===== src/source/exec_defines.svh =====
`ifndef EXEC_DEFINES_SVH
`define EXEC_DEFINES_SVH

// datapath word width
`define EXEC_XLEN 32

// physical register number, 64 entries
`define EXEC_PREG_BITS 6

// reorder buffer slot id, 32 slots
`define EXEC_ROB_BITS 5

// derived sizes
`define EXEC_PREG_COUNT (1 << `EXEC_PREG_BITS)
`define EXEC_SHAMT_BITS 5

`endif


===== src/source/prf_pkg.sv =====
`include "exec_defines.svh"

package prf_pkg;

    typedef logic [`EXEC_XLEN-1:0]      word_t;
    typedef logic [`EXEC_PREG_BITS-1:0] preg_t;

    typedef struct packed {
        preg_t raddr0;
        preg_t raddr1;
    } prf_raddr_t;

    typedef struct packed {
        word_t rdata0;
        word_t rdata1;
    } prf_rdata_t;

    // whole read port, address half plus data half
    typedef struct packed {
        prf_raddr_t addr;
        prf_rdata_t data;
    } prf_rd_t;

    typedef struct packed {
        logic  we;
        preg_t preg;
        word_t data;
    } prf_wr_t;

    typedef struct packed {
        logic  valid;
        preg_t preg;
        word_t data;
    } bypass_t;

endpackage


===== src/source/uop_pkg.sv =====
`include "exec_defines.svh"

package uop_pkg;

    import prf_pkg::*;

    typedef logic [`EXEC_ROB_BITS-1:0] rob_id_t;

    // immediate forms reuse these with src1_re cleared
    typedef enum logic [4:0] {
        ADD,
        ADDU,
        SUB,
        SUBU,
        SLT,
        SLTU,
        AND,
        OR,
        XOR,
        NOR,
        SLL,
        SRL,
        SRA,
        CLZ,
        CLO,
        MOVE,
        LINK    // pc + 8
    } uop_e;

    typedef struct packed {
        rob_id_t id;
        uop_e    op;
        word_t   pc;
        preg_t   src0_preg;
        logic    src0_re;
        preg_t   src1_preg;
        logic    src1_re;
        word_t   imm;
        preg_t   dst_preg;
        logic    dst_we;
    } uop_t;

    typedef struct packed {
        rob_id_t id;
        preg_t   dst_preg;
        logic    dst_we;     // already cleared on overflow
        logic    overflow;
        word_t   data;
    } cpl_t;

endpackage


===== src/source/exec_ctrl.sv =====
`timescale 1ns/100ps

module exec_ctrl (
    input  logic              clk,
    input  logic              arst_n,
    input  logic              issue_valid,
    output logic              issue_ready,
    input  uop_pkg::uop_t     issue_uop,
    output logic              cpl_valid,
    input  logic              cpl_ready,
    output uop_pkg::cpl_t     cpl,
    output uop_pkg::uop_t     e_uop,
    output prf_pkg::prf_raddr_t raddr,
    input  uop_pkg::cpl_t     e_result,
    output prf_pkg::bypass_t  bypass,
    output prf_pkg::prf_wr_t  prf_wr
);

    import prf_pkg::*;
    import uop_pkg::*;

    typedef enum logic {
        W_EMPTY,
        W_FULL
    } ctrl_state_e;

    ctrl_state_e w_state;
    cpl_t        w_rec;
    logic        e_valid;
    logic        run;        // low until the first edge after reset
    logic        issue_fire;
    logic        w_done;
    logic        w_load;

    assign w_done     = (w_state == W_FULL) && cpl_ready;
    assign w_load     = e_valid && ((w_state == W_EMPTY) || cpl_ready);
    assign issue_ready = run && (!e_valid || w_load);
    assign issue_fire = issue_valid && issue_ready;

    always_ff @(posedge clk or negedge arst_n) begin
        if (!arst_n) begin
            run     <= 1'b0;
            e_valid <= 1'b0;
            w_state <= W_EMPTY;
        end else begin
            run <= 1'b1;
            if (issue_fire)
                e_valid <= 1'b1;
            else if (w_load)
                e_valid <= 1'b0;
            if (w_load)
                w_state <= W_FULL;
            else if (w_done)
                w_state <= W_EMPTY;
        end
    end

    // stage payloads
    always_ff @(posedge clk) begin
        if (issue_fire)
            e_uop <= issue_uop;
        if (w_load)
            w_rec <= e_result;
    end

    always_comb begin
        raddr.raddr0 = e_uop.src0_preg;
        raddr.raddr1 = e_uop.src1_preg;
    end

    assign cpl_valid = (w_state == W_FULL);
    assign cpl       = w_rec;

    // forward the pending result until it lands in the prf
    always_comb begin
        bypass.valid = (w_state == W_FULL) && w_rec.dst_we;
        bypass.preg  = w_rec.dst_preg;
        bypass.data  = w_rec.data;
        prf_wr.we    = w_done && w_rec.dst_we;  // same edge as completion
        prf_wr.preg  = w_rec.dst_preg;
        prf_wr.data  = w_rec.data;
    end

endmodule


===== src/source/exec_top.sv =====
`timescale 1ns/100ps

module exec_top (
    input  logic          clk,
    input  logic          arst_n,
    input  logic          issue_valid,
    output logic          issue_ready,
    input  uop_pkg::uop_t issue_uop,
    output logic          cpl_valid,
    input  logic          cpl_ready,
    output uop_pkg::cpl_t cpl
);

    import prf_pkg::*;
    import uop_pkg::*;

    uop_t       e_uop;
    cpl_t       e_result;
    prf_raddr_t raddr;
    prf_rdata_t rdata;
    bypass_t    bypass;
    prf_wr_t    prf_wr;

    exec_ctrl ctrl_i (
        .clk         (clk),
        .arst_n      (arst_n),
        .issue_valid (issue_valid),
        .issue_ready (issue_ready),
        .issue_uop   (issue_uop),
        .cpl_valid   (cpl_valid),
        .cpl_ready   (cpl_ready),
        .cpl         (cpl),
        .e_uop       (e_uop),
        .raddr       (raddr),
        .e_result    (e_result),
        .bypass      (bypass),
        .prf_wr      (prf_wr)
    );

    phys_regfile prf_i (
        .clk    (clk),
        .arst_n (arst_n),
        .raddr  (raddr),
        .rdata  (rdata),
        .wr     (prf_wr)
    );

    int_alu alu_i (
        .uop    (e_uop),
        .rdata  (rdata),
        .bypass (bypass),
        .result (e_result)
    );

endmodule


===== src/source/int_alu.sv =====
`timescale 1ns/100ps

module int_alu (
    input  uop_pkg::uop_t       uop,
    input  prf_pkg::prf_rdata_t rdata,
    input  prf_pkg::bypass_t    bypass,
    output uop_pkg::cpl_t       result
);

    import prf_pkg::*;
    import uop_pkg::*;

    localparam int MSB = $bits(word_t) - 1;

    logic       byp0;
    logic       byp1;
    word_t      src0;
    word_t      src1;
    logic       sub;
    word_t      addend;
    word_t      sum;
    logic       ovf;
    logic [4:0] shamt;
    word_t      count;
    word_t      res;

    // forwarding only for operands actually read
    assign byp0 = bypass.valid && uop.src0_re && (bypass.preg == uop.src0_preg);
    assign byp1 = bypass.valid && uop.src1_re && (bypass.preg == uop.src1_preg);

    always_comb begin
        if (byp0)
            src0 = bypass.data;
        else if (uop.src0_re)
            src0 = rdata.rdata0;
        else
            src0 = '0;
    end

    always_comb begin
        if (byp1)
            src1 = bypass.data;
        else if (uop.src1_re)
            src1 = rdata.rdata1;
        else
            src1 = uop.imm;     // immediate forms
    end

    // shared adder, subtract as add of inverted plus one
    assign sub    = (uop.op == SUB) || (uop.op == SUBU);
    assign addend = sub ? ~src1 : src1;
    assign sum    = src0 + addend + word_t'(sub);

    // signed overflow, only the trapping forms report it
    assign ovf = ((uop.op == ADD) || (uop.op == SUB))
              && (src0[MSB] == addend[MSB])
              && (sum[MSB] != src0[MSB]);

    assign shamt = src0[4:0];

    lead_count lc_i (
        .word       (src0),
        .count_ones (uop.op == CLO),
        .count      (count)
    );

    always_comb begin
        case (uop.op)
            ADD, ADDU, SUB, SUBU: res = sum;
            SLT:  res = word_t'($signed(src0) < $signed(src1));
            SLTU: res = word_t'(src0 < src1);
            AND:  res = src0 & src1;
            OR:   res = src0 | src1;
            XOR:  res = src0 ^ src1;
            NOR:  res = ~(src0 | src1);
            SLL:  res = src1 << shamt;
            SRL:  res = src1 >> shamt;
            SRA:  res = word_t'($signed(src1) >>> shamt);
            CLZ, CLO: res = count;
            MOVE: res = src0;
            LINK: res = uop.pc + word_t'(8);
            default: res = '0;
        endcase
    end

    always_comb begin
        result.id       = uop.id;
        result.dst_preg = uop.dst_preg;
        result.dst_we   = uop.dst_we && !ovf;  // overflowed result is dropped
        result.overflow = ovf;
        result.data     = res;
    end

endmodule


===== src/source/lead_count.sv =====
`timescale 1ns/100ps

module lead_count (
    input  prf_pkg::word_t word,
    input  logic           count_ones,
    output prf_pkg::word_t count
);

    import prf_pkg::*;

    localparam int W = $bits(word_t);

    logic hit;

    // scan from msb until a bit differs from the counted value
    always_comb begin
        hit   = 1'b0;
        count = '0;
        for (int i = W - 1; i >= 0; i--) begin
            if (!hit) begin
                if (word[i] != count_ones)
                    hit = 1'b1;
                else
                    count = count + 1'b1;
            end
        end
    end

endmodule


===== src/source/phys_regfile.sv =====
`timescale 1ns/100ps
`include "exec_defines.svh"

module phys_regfile (
    input  logic                clk,
    input  logic                arst_n,
    input  prf_pkg::prf_raddr_t raddr,
    output prf_pkg::prf_rdata_t rdata,
    input  prf_pkg::prf_wr_t    wr
);

    import prf_pkg::*;

    word_t regs [`EXEC_PREG_COUNT];

    always_ff @(posedge clk or negedge arst_n) begin
        if (!arst_n) begin
            for (int i = 0; i < `EXEC_PREG_COUNT; i++) begin
                regs[i] <= '0;
            end
        end else if (wr.we) begin
            regs[wr.preg] <= wr.data;
        end
    end

    // old value on a same-cycle write, bypass handles it
    always_comb begin
        rdata.rdata0 = regs[raddr.raddr0];
        rdata.rdata1 = regs[raddr.raddr1];
    end

endmodule


===== config.mk =====
export PLATFORM = sky130hd
export DESIGN_NAME = exec_top
export DESIGN_NICKNAME = d
export VERILOG_FILES = /design/src/source/prf_pkg.sv /design/src/source/uop_pkg.sv /design/src/source/exec_ctrl.sv /design/src/source/exec_top.sv /design/src/source/int_alu.sv /design/src/source/lead_count.sv /design/src/source/phys_regfile.sv
export VERILOG_INCLUDE_DIRS = /design/src /design/src/source
export SDC_FILE = /design/constraint.sdc
export NUM_CORES = 2
export LEC_CHECK = 0
export ABC_CLOCK_PERIOD_IN_PS = 28400
export BUFFER_PORTS_ARGS = -buffer_cell sky130_fd_sc_hd__buf_4
export CORE_MARGIN = 5
export CORE_UTILIZATION = 30
export CTS_BUF_LIST = sky130_fd_sc_hd__clkbuf_16
export DETAILED_ROUTE_END_ITERATION = 6
export HOLD_SLACK_MARGIN = 0.1
export PLACE_DENSITY = 0.44
export SETUP_SLACK_MARGIN = 0.5
export SLEW_MARGIN = 30
export SYNTH_ARGS = -nofsm -noshare
export SYNTH_HDL_FRONTEND = slang
export SYNTH_SLANG_ARGS = --single-unit

===== constraint.sdc =====
create_clock -name clk -period 28.4 [get_ports clk]
set_input_delay 5.68 -clock clk [delete_from_list [all_inputs] [get_ports clk]]
set_output_delay 5.68 -clock clk [all_outputs]
set_load 0.1 [all_outputs]

# ---- Yosys cells after proc, flatten, opt, wreduce, memory -nomap -nowiden
# Cells that the tools add are included.
dict set report word_totals {
  reg_bits 2191
}
dict set report op_classes {
  add_sub_neg 34
  order_cmp 6
  n_eq_ne 52
  n_shift 3
  mux 143
  bitwise_logic 9
  n_reduce_logical 25
}
# cell count
set op_table {}
lappend op_table {{$mux 32} 72}
lappend op_table {{$bwmux 2048} 1}
lappend op_table {{$add 32x1->32 const B} 31}
lappend op_table {{$pmux 32 s13} 1}
lappend op_table {{$bmux 32 s6} 2}
lappend op_table {{$demux 32 s6} 1}
lappend op_table {{$mux 1} 66}
lappend op_table {{$lt 32x32->1} 2}
lappend op_table {{$not 32->32} 2}
lappend op_table {{$eq 5x4->1 const B} 8}
lappend op_table {{$ne 1x1->1} 33}
lappend op_table {{$add 32x1->32} 1}
lappend op_table {{$add 32x32->32} 1}
lappend op_table {{$add 32x4->32 const B} 1}
lappend op_table {{$and 32x32->32} 1}
lappend op_table {{$or 32x32->32} 1}
lappend op_table {{$shl 32x5->32} 1}
lappend op_table {{$shr 32x5->32} 1}
lappend op_table {{$sshr 32x5->32} 1}
lappend op_table {{$xor 32x32->32} 1}
lappend op_table {{$ge 7x7->1 const B} 3}
lappend op_table {{$not 6->7} 3}
lappend op_table {{$eq 5x3->1 const B} 4}
lappend op_table {{$logic_and 1x1->1} 14}
lappend op_table {{other kinds (13)} 20}

# ---- Longest topological paths before layout
dict set report logic_depth {
  ltp_word 102
  mapped_depth 113
  ltp_nobuf 105
}

# ---- Hierarchy
# A second synthesis with hierarchy kept.
dict set report hier_totals {
  hier_cells 9638
  area_unflattened_um2 129643.1
}
# mod n_inst cells_each area_each_um2 seq_area_each_um2
set modules_own_cells {}
lappend modules_own_cells {phys_regfile 1 6932 108119.9 51249.2}
lappend modules_own_cells {int_alu 1 1625 10777.8 0.0}
lappend modules_own_cells {lead_count 1 839 5741.8 0.0}
lappend modules_own_cells {exec_ctrl 1 242 5003.5 4279.1}

# ---- Least setup slack after synthesis
# No wires, ideal clock.
dict set report synth_path {
  kind {register -> register}
  start {register ctrl_i.w_rec, in the netlist ctrl_i.bypass[34]}
  end {register ctrl_i.w_rec, in the netlist ctrl_i.bypass[7], data pin}
  setup_time_ns 0.270
  arrival_time_ns 21.107
  required_ns 28.130
  setup_slack_ns 7.023
  path_stages_with_launch 107
  n_path_buf 3
  period_less_slack_ns 21.377
  cell_sequence {edfxtp_1 > clkbuf_1 > xor2_1 > nor4_1 > a21o_1 > clkbuf_1 > nor2_1 > a22oi_1 > nand2_1 > a21oi_1 > a21o_1 > ha_1 > nor4_1 > a221o_1 > inv_1 > ha_1 > o21ai_0 > o21ai_1 > (+71 left out) > mux2_2 > ha_1 > nand2_1 > nand2_1 > mux2_2 > ha_1 > mux2_2 > ha_1 > mux2_2 > ha_1 > nand2_1 > and3b_1 > o21ai_0 > nand2_1 > xnor3_1 > nor3_2 > xnor2_1 > o221ai_2}
}
dict set report synth_via {
  elab_chain_len 99
  elab_cells_between_ends 205
  cone_classes {33 x add/sub; 34 x eq/ne; 3 x shift; 128 x mux; 5 x bitwise; 2 x reduce/logical}
}
# element line
set synth_rtl {}
lappend synth_rtl {{from (decl)} exec_ctrl.sv:28} ;# cpl_t w_rec;
lappend synth_rtl {{from (signal assigned)} exec_ctrl.sv:63} ;# w_rec <= e_result;
lappend synth_rtl {{$eq 6x6->1} int_alu.sv:28} ;# assign byp0 = bypass.valid && uop.src0_re && (bypass.preg == uop.src0_preg);
lappend synth_rtl {{$logic_and 1x1->1} int_alu.sv:28}
lappend synth_rtl {{$mux 32} int_alu.sv:32} ;# if (byp0)
lappend synth_rtl {{$ne 1x1->1} lead_count.sv:21} ;# if (word[i] != count_ones)
lappend synth_rtl {{$mux 1} lead_count.sv:21}
lappend synth_rtl {{$add 32x1->32} lead_count.sv:24} ;# count = count + 1'b1;
lappend synth_rtl {{$mux 32} lead_count.sv:21}
lappend synth_rtl {{$mux 32} lead_count.sv:20} ;# if (!hit) begin
lappend synth_rtl {{(+83 left out)} -}
lappend synth_rtl {{$mux 32} lead_count.sv:20}
lappend synth_rtl {{$add 32x1->32} lead_count.sv:24}
lappend synth_rtl {{$mux 32} lead_count.sv:21}
lappend synth_rtl {{$mux 32} lead_count.sv:20}
lappend synth_rtl {{$add 32x1->32} lead_count.sv:24}
lappend synth_rtl {{$mux 32} lead_count.sv:21}
lappend synth_rtl {{$mux 32} lead_count.sv:20}
lappend synth_rtl {{$pmux 32 s13 (*)} int_alu.sv:68} ;# case (uop.op)
# Every way passes the cells marked *; elsewhere a longest branch is shown, timed or not.
# A chain may end at the register's enable or synchronous reset.

# ---- Final worst setup path
dict set report layout_path {
  start {register ctrl_i.e_uop[47] (netlist name)}
  end {register ctrl_i.w_rec, in the netlist ctrl_i.bypass[7], data pin}
}
dict set report layout_via {
  elab_chain_len 102
  elab_cells_between_ends 205
  cone_classes {33 x add/sub; 33 x eq/ne; 3 x shift; 130 x mux; 5 x bitwise; 1 x reduce/logical}
}
# element line
set layout_rtl {}
lappend layout_rtl {{$not 6->7 (implied by the code)} phys_regfile.sv:28} ;# rdata.rdata0 = regs[raddr.raddr0];
lappend layout_rtl {{$bmux 32 s6} phys_regfile.sv:28}
lappend layout_rtl {{$mux 32 (implied by the code) (2 in a row)} phys_regfile.sv:28}
lappend layout_rtl {{$mux 32} int_alu.sv:34} ;# else if (uop.src0_re)
lappend layout_rtl {{$mux 32 (*)} int_alu.sv:32}
lappend layout_rtl {{$ne 1x1->1} lead_count.sv:21}
lappend layout_rtl {{$mux 1} lead_count.sv:21}
lappend layout_rtl {{$add 32x1->32} lead_count.sv:24}
lappend layout_rtl {{(+85 left out)} -}
lappend layout_rtl {{$mux 32} lead_count.sv:20}
lappend layout_rtl {{$add 32x1->32} lead_count.sv:24}
lappend layout_rtl {{$mux 32} lead_count.sv:21}
lappend layout_rtl {{$mux 32} lead_count.sv:20}
lappend layout_rtl {{$add 32x1->32} lead_count.sv:24}
lappend layout_rtl {{$mux 32} lead_count.sv:21}
lappend layout_rtl {{$mux 32} lead_count.sv:20}
lappend layout_rtl {{$pmux 32 s13 (*)} int_alu.sv:68}
# Every way passes the cells marked *; elsewhere a longest branch is shown, timed or not. The select of a mux whose other input is x is not followed.

==> flow_summary.toml <==
[critical_path]
r2r_cells = 106
worstSetupEndpointType = "flop"
path_max_fanout = 71
critical_path_class = "flop to flop"
cp_slowest_cell = "a22oi_2"
cp_common_cell = "ha_1"
critPathLaunchType = "flop"
required_ps = 29060
cpPeakStageDelay_ps = 650
critical_path_arrival_ps = 25210

[power_and_ir_drop]
powerDensity_nw_per_um2 = 56.8
p_sw_frac = 0.292
p_sw_mw = 2.41
p_int_mw = 5.83
clkPwrFrac = 0.421
combPwrFrac = 0.166
peakVddDrop_mv = 0.0448
p_leak_nw = 64.1
pwr-share-seq = 0.414

[synth]
synth_cells = 9226
ys_warn_count = 0
netlist_area_sq_um = 128000
ys_types = 125
async_flop_share = 0.936
synth_edf_count = 140
synthFlopType = "dfrtp_1"
yosysSeqAreaShare = 0.433
synth_area_per_cell_sq_um = 13.9
synth_nets = 9482
synth-seq-cells = 2191

[finish]
fillers = 41418
design_area_sq_um = 145000
layout-drive-gt1-share = 0.456
nets = 9359
multi_input_area_sq_um = 69000
fin_util = 0.340
area_growth_pct = 13.0
regArea_sq_um = 55500

[die]
initial_utilization = 0.300
io_pins = 146
rows = 240
core_area_sq_um = 427000
die_area_sq_um = 441000
fp.dieW_microns = 664
die_y_microns = 664

[sta]
slew_viol_final = 0
fmax_mhz = 40.7
max-slew-margin-rel = 0.170
tns_ps = 0
worst_pin_slew_ps = 1250
rsz0062_at_grt = "no"
finalCritPeriodShare = 0.864
final_hold_viol_count = 0
finClkSkew_ps = 64.0
finalSetupViolations = 0
post-route-min-period_ps = 24540

[drt]
highest_layer = "met5"
wl_met3_microns = 40400
met1_length_microns = 235000
vias_per_cell = 5.93
wl_per_cell_microns = 37.5
ant_nets = 0
dr.pass1.iters = 6
wl_met2_microns = 261000
routed_wl_microns = 563000
drc = 0
vias = 89010
initialDrtViolationCount = 8909

[cts]
post_cts_buffers = 0
cts_resized = 0
cts_made_buffers = 276
insertion_delay_ps = 950
clock_sinks = 2191
root_buffer = "clkbuf_16"
htreeDepth = 5
clockBufferDepth = 4
clk_pin_slew_ps = 60
ctsHoldBuffers = 0
cts_tree = "built"

[min_path]
hold_depth = 0
holdCritPathClass = "flop to flop"

[grt]
overflow = 0
track_usage = 0.249
grt_max_degree = 167
grt_pass1_vias = 90498
antenna_found_initial = 38
grt_pass1_wl_microns = 777000

[placement]
place_congestion = 0.927
place_hpwl_microns = 359000
io_buffers = 145
placed_area_sq_um = 136000

[outcome]
status = "finished clean"

[job]
maxCapViolCount = 0
per-layer routing:
layer	track usage	vias up
met2	0.395	3825
met4	0.105	8
li1	-	35215
met3	0.0494	936
met1	0.333	49026
met5	0	-
cell usage after synthesis, types with 78 or more instances:
| cell | count | area (sq um) |
|---|---|---|
| nand2_1 | 377 | 1420 |
| mux4_2 | 1104 | 24900 |
| a22oi_1 | 137 | 1030 |
| mux2i_1 | 372 | 3720 |
| inv_1 | 122 | 458 |
| mux2_2 | 2100 | 23600 |
| dfrtp_1 | 2051 | 51300 |
| edfxtp_1 | 140 | 4200 |
| a21oi_1 | 161 | 806 |
| clkbuf_1 | 634 | 2380 |
| xnor2_1 | 79 | 692 |
| nand3_1 | 134 | 671 |
| nor2_1 | 314 | 1180 |
| o21ai_0 | 179 | 896 |
| ha_1 | 156 | 1950 |
| xor2_1 | 78 | 683 |
| buf_1 | 104 | 390 |
layout make-up:
type / count / area share
Antenna cell: 11 / 0.000190
Clock buffer: 285 / 0.0492
Clock inverter: 203 / 0.0102
Inverter: 133 / 0.00348
Multi-Input combinational cell: 6018 / 0.476
Sequential cell: 2191 / 0.383
Tap cell: 5687 / 0.0491
Timing Repair Buffer: 483 / 0.0288
cells in the final DEF, fill, tap and decap left out, types with 160 or more instances in the layout:
cell type	count
mux2_2	2100
o21ai_0	169
nor2_1	254
a21oi_1	160
mux2i_1	372
inv_1	169
dfrtp_1	2051
nand2_1	364
mux4_2	1104
clkbuf_16	285
buf_4	436
kinds of logic (layout without fill, tap and decap cells):
kind of cell / after synthesis / in the layout / share of synthesized area
mux: 3590 / 3590 / 0.410
compound gates: 895 / 895 / 0.0480
fa+ha+maj: 160 / 160 / 0.0156
other cells: 1 / 12 / 0.0000292
flops: 2191 / 2191 / 0.433
simple gates: 1192 / 1192 / 0.0447
buf+inv: 1017 / 1104 / 0.0342
xor+xnor: 180 / 180 / 0.0144
through the flow:
step | hold WS [ps] | setup WS (ps) | instances | power (mW)
global route | 436 | 2200 | 15002 | 8.54
finish | 422 | 3860 | 15011 | 8.24
detailed placement | 412 | 3720 | 14508 | 4.82
CTS | 426 | 3600 | 14996 | 8.32
floorplan | 400 | 7020 | 9226 | 4.35
global placement | 405 | 3580 | 14495 | 4.80
state kept, by name, indices dropped and copies added, names as in the netlist:
register          flops
ctrl_i.e_valid        1
ctrl_i.run            1
ctrl_i.bypass        38
ctrl_i.cpl_valid      1
ctrl_i.e_uop         95
ctrl_i.cpl            7
prf_i.regs         2048
path summary, 6_finish.rpt:
check                                           startpoint                              to  slack [ps]
worst max register to register  ctrl_i.e_uop[47]$_DFFE_PP_  ctrl_i.bypass[7]$_SDFFCE_PN0P_        3860
min in group asynchronous                           arst_n    prf_i.regs[1302]$_DFFE_PN0P_        4700
worst min-delay path            ctrl_i.e_uop[93]$_DFFE_PP_        ctrl_i.cpl[43]$_DFFE_PP_         420
worst min register to register  ctrl_i.e_uop[93]$_DFFE_PP_        ctrl_i.cpl[43]$_DFFE_PP_         420
max in group asynchronous                           arst_n     prf_i.regs[176]$_DFFE_PN0P_       18380
worst max-delay path            ctrl_i.e_uop[47]$_DFFE_PP_  ctrl_i.bypass[7]$_SDFFCE_PN0P_        3860
critical path: cells and delay by family, from the launching register on:
kind                     cells  cell delay, ps
buffers and inverters        7            1270
adder cells (fa/ha/maj)     27            8130
AO/OA/AOI/OAI               27            5370
multiplexers                19            4730
AND/OR/NAND/NOR             23            3630
flip-flops                   1             480
XOR/XNOR                     3             510
power groups by stage:
| stage | registers [mW] | logic, mW | clock network (mW) |
|---|---|---|---|
| finish | 3.41 | 1.36 | 3.46 |
| global route | 3.42 | 1.46 | 3.66 |
| CTS | 3.40 | 1.36 | 3.55 |
| detailed placement | 3.46 | 1.36 | 0 |
| global placement | 3.45 | 1.35 | 0 |
| floorplan | 3.45 | 0.903 | 0 |
No activity file was read; power rests on OpenSTA's default activity.
